===== src/verilog/icache_pkg.sv =====
package icache_pkg;

	////////////////////////////////////////
	// basic widths
	////////////////////////////////////////

	// one instruction word
	typedef logic [31:0] word_t;

	// byte address from fetch
	typedef logic [31:0] addr_t;

	// one line of eight words as returned by physical memory
	typedef logic [255:0] line_t;

	////////////////////////////////////////
	// line geometry
	////////////////////////////////////////

	// byte offset inside a 32 byte line
	localparam int unsigned LINE_OFFSET_BITS = 5;

	// word index inside a line sits just above the byte lane bits
	localparam int unsigned WORD_SEL_BITS = 3;

	////////////////////////////////////////
	// request control word
	////////////////////////////////////////

	// incoming request and its staged copy share this layout
	typedef struct packed {
		logic  mem_read;
		addr_t address;
	} cache_cw_t;

endpackage

===== src/verilog/icache_ctrl_if.sv =====
`timescale 1ns/1ps

interface icache_ctrl_if #(
	parameter int unsigned NUM_SETS = 16
);

	// status from datapath
	logic       hit;
	logic       lru_way;

	// strobes from control
	logic       read_data;
	logic       addr_sel;
	logic       load_pipeline;
	logic [1:0] fill_way;
	logic       load_lru;

	modport ctrl (
		input  hit, lru_way,
		output read_data, addr_sel, load_pipeline, fill_way, load_lru
	);

	modport dp (
		input  read_data, addr_sel, load_pipeline, fill_way, load_lru,
		output hit, lru_way
	);

	// set index is cut straight from the address
	initial begin
		assert (NUM_SETS >= 2 && (NUM_SETS & (NUM_SETS - 1)) == 0)
			else $fatal(1, "icache_ctrl_if: NUM_SETS must be a power of two");
	end

endinterface


===== src/verilog/icache_control.sv =====
`timescale 1ns/1ps

module icache_control (
	input  logic                  clk,
	input  logic                  reset,
	input  icache_pkg::cache_cw_t req_cw,
	input  icache_pkg::cache_cw_t pipe_cw,
	input  logic                  pmem_resp,
	output logic                  pmem_read,
	output logic                  mem_resp,
	icache_ctrl_if.ctrl           ctl
);

	typedef enum logic [2:0] {
		idle,
		hit_detection,
		load,
		write_data,
		hit_after_miss
	} state_t;

	state_t state;
	state_t next_state;

	always_ff @(posedge clk) begin
		if (reset) begin
			state <= idle;
		end else begin
			state <= next_state;
		end
	end

	////////////////////////////////////////
	// next state
	////////////////////////////////////////

	always_comb begin
		next_state = state;
		unique case (state)
			idle: begin
				if (req_cw.mem_read) begin
					next_state = hit_detection;
				end
			end
			hit_detection: begin
				next_state = ctl.hit ? idle : load;
			end
			load: begin
				// wait here for as long as memory takes
				if (pmem_resp) begin
					next_state = write_data;
				end
			end
			write_data: begin
				if (pipe_cw.mem_read) begin
					next_state = hit_after_miss;
				end
			end
			hit_after_miss: begin
				next_state = idle;
			end
			default: begin
				next_state = idle;
			end
		endcase
	end

	////////////////////////////////////////
	// state outputs
	////////////////////////////////////////

	always_comb begin
		pmem_read         = 1'b0;
		mem_resp          = 1'b0;
		ctl.read_data     = 1'b0;
		ctl.addr_sel      = 1'b0;
		ctl.load_pipeline = 1'b0;
		ctl.fill_way      = 2'b00;
		ctl.load_lru      = 1'b0;
		unique case (state)
			idle: begin
				ctl.load_pipeline = 1'b1;
				ctl.read_data     = req_cw.mem_read;
			end
			hit_detection: begin
				if (ctl.hit) begin
					mem_resp     = 1'b1;
					ctl.load_lru = 1'b1;
				end else begin
					pmem_read = 1'b1;
				end
			end
			load: begin
				// read held through the resp cycle
				pmem_read = 1'b1;
				if (pmem_resp) begin
					ctl.fill_way = ctl.lru_way ? 2'b10 : 2'b01;
				end
			end
			write_data: begin
				// reread the filled set from the staged address
				ctl.read_data = pipe_cw.mem_read;
				ctl.addr_sel  = 1'b1;
			end
			hit_after_miss: begin
				mem_resp     = 1'b1;
				ctl.load_lru = 1'b1;
			end
			default: begin
			end
		endcase
	end

	a_resp_excl: assert property (@(posedge clk) disable iff (reset)
		!(mem_resp && pmem_read));

	// memory sees a steady request until it answers
	a_pmem_hold: assert property (@(posedge clk) disable iff (reset)
		pmem_read && !pmem_resp |=> pmem_read);

endmodule


===== src/flat_wrapper.sv =====
// flat-port wrapper written by rule: the top's interface ports become plain ports
module icache_control_flat 
  (clk, reset, req_cw, pipe_cw, pmem_resp, pmem_read, mem_resp, ctl_hit, ctl_lru_way, ctl_read_data, ctl_addr_sel, ctl_load_pipeline, ctl_fill_way, ctl_load_lru);
  icache_ctrl_if ctl_i ();
  input  logic clk;
  input  logic reset;
  input  icache_pkg::cache_cw_t req_cw;
  input  icache_pkg::cache_cw_t pipe_cw;
  input  logic pmem_resp;
  output logic pmem_read;
  output logic mem_resp;
  input wire logic [$bits(ctl_i.hit)-1:0] ctl_hit;
  input wire logic [$bits(ctl_i.lru_way)-1:0] ctl_lru_way;
  output wire logic [$bits(ctl_i.read_data)-1:0] ctl_read_data;
  output wire logic [$bits(ctl_i.addr_sel)-1:0] ctl_addr_sel;
  output wire logic [$bits(ctl_i.load_pipeline)-1:0] ctl_load_pipeline;
  output wire logic [$bits(ctl_i.fill_way)-1:0] ctl_fill_way;
  output wire logic [$bits(ctl_i.load_lru)-1:0] ctl_load_lru;
  assign ctl_i.hit = ctl_hit;
  assign ctl_i.lru_way = ctl_lru_way;
  assign ctl_read_data = ctl_i.read_data;
  assign ctl_addr_sel = ctl_i.addr_sel;
  assign ctl_load_pipeline = ctl_i.load_pipeline;
  assign ctl_fill_way = ctl_i.fill_way;
  assign ctl_load_lru = ctl_i.load_lru;
  icache_control u_core (.clk(clk), .reset(reset), .req_cw(req_cw), .pipe_cw(pipe_cw), .pmem_resp(pmem_resp), .pmem_read(pmem_read), .mem_resp(mem_resp), .ctl(ctl_i));
endmodule

===== config.mk =====
export PLATFORM = sky130hd
export DESIGN_NAME = icache_control_flat
export DESIGN_NICKNAME = d
export VERILOG_FILES = /design/src/verilog/icache_pkg.sv /design/src/verilog/icache_ctrl_if.sv /design/src/verilog/icache_control.sv /design/src/flat_wrapper.sv
export SDC_FILE = /design/constraint.sdc
export NUM_CORES = 1
export LEC_CHECK = 0
export ABC_CLOCK_PERIOD_IN_PS = 1750
export BUFFER_PORTS_ARGS = -buffer_cell sky130_fd_sc_hd__buf_2
export CAP_MARGIN = 40
export CORE_AREA = 2 2 39 41
export CTS_BUF_LIST = sky130_fd_sc_hd__clkbuf_8
export DETAILED_ROUTE_END_ITERATION = 8
export DIE_AREA = 0 0 41 43
export GPL_ROUTABILITY_DRIVEN = 0
export PLACE_DENSITY_LB_ADDON = 0.3
export SETUP_SLACK_MARGIN = 0.05
export SKIP_LAST_GASP = 1
export SLEW_MARGIN = 10
export SYNTH_ARGS = -nofsm -noshare
export SYNTH_HDL_FRONTEND = slang
export SYNTH_SLANG_ARGS = --single-unit

===== constraint.sdc =====
create_clock -name clk -period 1.75 [get_ports clk]
set_input_delay 0.175 -clock clk [delete_from_list [all_inputs] [get_ports clk]]
set_output_delay 0.175 -clock clk [all_outputs]
set_load 0.02 [all_outputs]

==> impl_metrics.toml, run 1 <==
[status]
run_status = "completed"

[yosys]
synth_simple_gate_area_share_pct = 38.9
synth.lib_cells_used.distinct = 19
ys_seq_area_share_pct = 24.9
synth_top_area_cell = "dfxtp_1"
synth_xor_area_share_pct = 0
syn-cell-area_um2 = 241
synth.yosys.warnings = 0
synth_fp_nets = 101
post_synth.cell_area_avg_um2 = 8.05
synth-adder-area-share_pct = 0
synthTopCellsByArea = "dfxtp_1 25%, nor3_1 6.2%, a2111oi_2 6.2%"
synth-seq-cells = 3
synth_top_family_by_area = "simple AND/OR/NAND/NOR gates"
synthesis.instances = 30
post_synth_top_flop = "dfxtp_1"
synth-compound-area-share_pct = 14.5
synth_edf_count = 0
synthMuxAreaShare_pct = 8.81
synth_top_cell_area_share_pct = 24.9
async_reset_ff_share_pct = 0

[power]
leakage_nw = 0.168
power_frac_comb_pct = 20.0
cellPowerDensity_mw_per_mm2 = 1020
power.net_switching_mw = 0.105
peak_supply_drop_v = 0.000417
power.sequential.fraction_pct = 24.7
share_clk_of_total_power_pct = 55.3
internal-power_mw = 0.257
power.share.switching_pct = 28.9

[critical_path]
max_stage_delay_ps = 450
r2r_setup_slack_ps = 620
timing.reg2reg.worst_path_depth = 3
worstSetupEndpointType = "output port"
critical_path_fanout_max = 13
critical_path_arrival_ps = 1280
cp_required_ps = 1570
critical_path.cell_chain = "nand2_1, mux2_2, nor2_1, buf_2"
setup.worst_path.start_class = "flop"
crit_slowest_cell = "dfxtp_2"
criticalPathCategory = "flop to output port"

[cts]
cts_max_level = 1
cts_num_sinks = 3
hold_buffers = 0
max-clock-path-buffers = 2
cts.clk_slew.worst_paths_ps = 30
post_cts_sizing_count = 0
post_cts.repair.setup_buffers = 0
tritoncts = "yes"
clock_tree.root_cell = "clkbuf_8"
number_of_buffers_added_by_the_clock_tree_synthesis_step = 3
clkLatencyLatePin_ps = 220

[grt]
aggregate_global_routing_overflow = 0
number_of_antenna_violations_at_the_first_check_in_global_routing = 0
grt_pass1_vias = 213
largest_net_degree_at_the_start_of_global_routing = 14
gr-usage-all-layers_pct = 9.12
grt_pass1_wl_mm = 1.01

[run]
timing.max_cap.violations = 0

[final_layout]
reg.largest.list = "u_core.state (3)"
post_route_cells_drive_above_1_share_pct = 53.3
fillerInstances = 156
design.final.nets = 117
areaGrowthSynthToFinish_pct = 47.2
largest_register_ffs = 3
max_flop_register = "u_core.state"
diode_count = 0

[timing]
report.final.slew_viol_count = 0
rsz0062_at_grt = "false"
period_needed_ps = 1450
worst_max_slew_pin_slew_ps = 251
finalWorstSetupSlack_ps = 296
final_min_period_over_clock_period_pct = 83.1
final-setup-viol-count = 0
timing.setup.tns_ps = 0
max_freq_mhz = 688
finalHoldViolations = 0
relSlewSlack_pct = 83.2
finalClockSkew_ps = 0.987

[worst_hold_path]
worst_hold_path_type = "input port to flop"
hold_depth = 2

[drt]
drt_iter0_drc = 2
antenna_violating_nets_post_route = 0
dr.pass1.iters = 2
via_per_inst = 4.30
routedWlPerCell_um = 10.2
post-route-drc-count = 0
vias = 262
wirelength_um = 624

[die]
die_area_mm2 = 0.00176
die_y_um = 43
die_x_um = 41
placementRows = 14
fp.coreArea_mm2 = 0.00138
pin_count = 79
initial_utilization_pct = 17.5

[place]
dp_worst_setup_slack_ps = 383
portBuffers = 14
metrics by stage:
stage | utilization, % | power, mW | cells | hold WS, ps | cell area, um2
2_1_floorplan | - | 0.144 | 30 | 252 | 241
3_3_place_gp | 22.2 | 0.162 | 57 | 401 | 308
3_5_place_dp | 22.2 | 0.163 | 57 | 403 | 308
4_1_cts | 25.5 | 0.368 | 61 | 174 | 353
5_1_grt | 25.7 | 0.384 | 61 | 170 | 355
6_report | 25.7 | 0.362 | 61 | 166 | 355
routing by layer:
metal	part of all wire, %	vias to the layer above	global-route usage (%)
li1	-	134	-
met1	48	115	11.2
met2	41	10	10.0
met3	9.6	3	6.28
met4	1.8	0	8.00
met5	0	-	0
Yosys cell counts (2+ instances only):
| library cell | n |
|---|---|
| nor2_1 | 4 |
| buf_4 | 2 |
| dfxtp_1 | 3 |
| nand2_1 | 4 |
| nor3_1 | 3 |
logic make-up after synthesis:
logic type | Yosys count
AO/OA/AOI/OAI | 4
AND/OR/NAND/NOR | 17
multiplexers | 2
buffers and inverters | 4
flip-flops | 3
area by class of cell:
cell class	count	area, um2	area share, %
multi-input combinational	23	150	42.3
timing repair buffer	15	77.6	21.8
sequential	3	62.6	17.6
clock buffer	3	41.3	11.6
tap	16	20.0	5.63
clock inverter	1	3.75	1.06
critical path: cells and delay by family, from the launching register on:
| family | cells | cell delay [ps] |
|---|---|---|
| buffers and inverters | 1 | 170 |
| flip-flops | 1 | 450 |
| multiplexers | 1 | 260 |
| AND/OR/NAND/NOR | 2 | 170 |
path summary, 6_finish.rpt:
check / from / endpoint
min: reset / u_core.state[1]$_SDFFE_PP0P_
min reg2reg: u_core.state[1]$_SDFFE_PP0P_ / u_core.state[0]$_SDFFE_PP0P_
max: u_core.state[0]$_SDFFE_PP0P_ / ctl_load_lru
max reg2reg: u_core.state[1]$_SDFFE_PP0P_ / u_core.state[0]$_SDFFE_PP0P_
cells in the final DEF (no fill, tap or decap):
master / count
dfxtp_1: 1
nand2b_1: 1
a211oi_1: 1
a21oi_1: 1
mux2i_1: 1
nor4b_1: 1
dfxtp_2: 2
a22oi_1: 1
buf_2: 14
inv_1: 1
nor4_1: 1
nand3_1: 1
clkbuf_8: 3
nor2_1: 4
mux2_2: 1
nor3_1: 3
a2111oi_2: 1
nand2b_4: 1
buf_4: 1
and2b_2: 1
nand2_1: 4
power by group through the flow:
stage / combinational (mW) / clock [mW] / sequential [mW]
after CTS: 0.0733 / 0.206 / 0.0888
after floorplan: 0.0672 / 0 / 0.0772
final: 0.0723 / 0.200 / 0.0895
after global routing: 0.0783 / 0.214 / 0.0916
after global placement: 0.0721 / 0 / 0.0894
after detailed placement: 0.0732 / 0 / 0.0896
Note: power is estimated with default switching activity, not from simulation.
==> inputs of run 2 (changes only) <==
--- a/config.mk
+++ b/config.mk
@@ -5,13 +5,13 @@
 export SDC_FILE = /design/constraint.sdc
 export NUM_CORES = 1
 export LEC_CHECK = 0
-export ABC_CLOCK_PERIOD_IN_PS = 1750
+export ABC_CLOCK_PERIOD_IN_PS = 1240
 export BUFFER_PORTS_ARGS = -buffer_cell sky130_fd_sc_hd__buf_2
 export CAP_MARGIN = 40
-export CORE_AREA = 2 2 39 41
+export CORE_MARGIN = 2
+export CORE_UTILIZATION = 16
 export CTS_BUF_LIST = sky130_fd_sc_hd__clkbuf_8
 export DETAILED_ROUTE_END_ITERATION = 8
-export DIE_AREA = 0 0 41 43
 export GPL_ROUTABILITY_DRIVEN = 0
 export PLACE_DENSITY_LB_ADDON = 0.3
 export SETUP_SLACK_MARGIN = 0.05
==> constraint.sdc (replaced) <==
create_clock -name clk -period 1.24 [get_ports clk]
set_input_delay 0.124 -clock clk [delete_from_list [all_inputs] [get_ports clk]]
set_output_delay 0.124 -clock clk [all_outputs]
set_load 0.02 [all_outputs]
==> run 2 against run 1 <==
- the run now ends with setup timing left
- sequential power is 28% higher
- global-route usage is 0.48 points higher
- clock skew is 1.8 ps higher
- clock power is 37% higher
- total power is 63% higher
- combinational power grew to 2.8 times the previous value
==> impl_metrics.toml, run 2 (same netlist as run 1, synthesis figures left out) <==
[status]
run_status = "finished, violations left"
violations_in_the_final_reports = "setup timing"

[timing]
final_min_period_over_clock_period_pct = 105
worst_max_slew_pin_slew_ps = 259
finalHoldViolations = 0
rsz0062_at_grt = "true"
period_needed_ps = 1300
finalClockSkew_ps = 2.76
final-setup-viol-count = 4
finalWorstSetupSlack_ps = -64.5
report.final.slew_viol_count = 0
relSlewSlack_pct = 82.6
max_freq_mhz = 767
timing.setup.tns_ps = -198

[critical_path]
worstSetupEndpointType = "output port"
critical_path_arrival_ps = 1180
worstReg2RegEnd = "u_core.state[0]$_SDFFE_PP0P_"
criticalPathCategory = "flop to output port"
r2r_setup_slack_ps = 170
setup.worst_path.start_class = "flop"
critical_path_fanout_max = 4
timing.reg2reg.worst_path_depth = 3
critical_path.reg2reg.startpoint = "u_core.state[1]$_SDFFE_PP0P_"
cp_required_ps = 1120

[final_layout]
final_design_area_no_fill_um2 = 527
multi_input_comb_area_um2 = 223
most_common_cell_after_layout_fill_and_taps_aside = "buf_4"
sequential_cell_area_um2 = 68.8
reg.largest.list = "u_core.state (3)"
post_route_cells_drive_above_1_share_pct = 76.9
design.final.nets = 124
areaGrowthSynthToFinish_pct = 118
layout_common_cells = "9 x buf_4, 7 x buf_2, 6 x buf_6"
largest_register_ffs = 3
diode_count = 0
max_flop_register = "u_core.state"
final_util_pct = 36.2
fillerInstances = 170

[place]
place_hpwl_um = 483
dp_worst_setup_slack_ps = 88.6
portBuffers = 14
dpl_cell_area_um2 = 347

[worst_hold_path]
min_to = "u_core.state[0]$_SDFFE_PP0P_"
hold_depth = 2
worst_hold_path_type = "input port to flop"
worstHoldStart = "reset"

[cts]
clkLatencyLatePin_ps = 220
clock_tree.root_cell = "clkbuf_8"
hold_buffers = 0
cts.clk_slew.worst_paths_ps = 30
cts_num_sinks = 3
cts_max_level = 1
tritoncts = "yes"
max-clock-path-buffers = 2
number_of_buffers_added_by_the_clock_tree_synthesis_step = 3

[grt]
grt_pass1_vias = 291
number_of_antenna_violations_at_the_first_check_in_global_routing = 0
grt_pass1_wl_mm = 1.26
aggregate_global_routing_overflow = 0
gr-usage-all-layers_pct = 9.60
largest_net_degree_at_the_start_of_global_routing = 7

[power]
leakage_nw = 0.240
peak_supply_drop_v = 0.000520
cellPowerDensity_mw_per_mm2 = 1120
total_power_mw = 0.589

[die]
die_y_um = 42.9
pin_count = 79
initial_utilization_pct = 16.6
die_x_um = 42.9
die_area_mm2 = 0.00184
placementRows = 14
fp.coreArea_mm2 = 0.00145

[drt]
drt_iter0_drc = 3
dr.pass1.iters = 2
wirelength_um = 722
antenna_violating_nets_post_route = 0
routedWlPerCell_um = 10.6
post-route-drc-count = 0
via_per_inst = 4.28
vias = 291

[run]
timing.max_cap.violations = 0
-- run 2: cell count changes in the layout (fill, tap and decap cells not counted), sizes merged --
cell,previous run,this run
buf,15,22
-- run 2: metrics by stage --
stage	instances	hold slack (ps)
floorplan	30	201
global placement	61	347
detailed placement	61	347
CTS	67	114
global route	68	120
finish	68	114
-- run 2: area by class of cell --
| class | count | area share, % |
|---|---|---|
| clock buffers | 3 | 7.84 |
| multi-input cells | 23 | 42.3 |
| flip-flops and latches | 3 | 13.1 |
| well taps | 16 | 3.80 |
| clock inverters | 1 | 0.713 |
| repair buffers | 22 | 32.3 |
-- run 2: power by group --
part	leakage (nW)	switching, mW	internal (mW)
Sequential	0.0264	0.0104	0.104
Combinational	0.187	0.0960	0.104
Clock	0.0269	0.0629	0.211
-- run 2: metal layers --
metal	routed length [um]	up-vias	track usage (%)
li1	-	153	-
met1	271	130	10.5
met2	404	8	15.5
met3	46	0	5.11
met4	0	0	3.75
met5	0	-	0
-- run 2: worst max path at each step --
stage | from | slack [ps] | to
floorplan | u_core.state[2]$_SDFFE_PP0P_ | -110 | mem_resp
CTS | u_core.state[0]$_SDFFE_PP0P_ | -90 | ctl_load_lru
global route | u_core.state[0]$_SDFFE_PP0P_ | -110 | pmem_read
finish | u_core.state[0]$_SDFFE_PP0P_ | -60 | mem_resp
detailed placement | u_core.state[0]$_SDFFE_PP0P_ | 90 | ctl_load_lru
global placement | u_core.state[0]$_SDFFE_PP0P_ | 90 | mem_resp
-- run 2: critical path, stage by stage, from the launching register on --
cell and delay [ps]:
dfxtp_4 350, buf_6 110, mux2_4 260, nor2_4 110, buf_6 130
-- run 2: what timing repair did --
item | in CTS | in global routing
setup endpoints to repair | 8 | 7
setup buffers | 2 | 1
endpoints found under the hold margin | 0 | 0
pin swaps | 3 | 5
resized for setup | 23 | 7
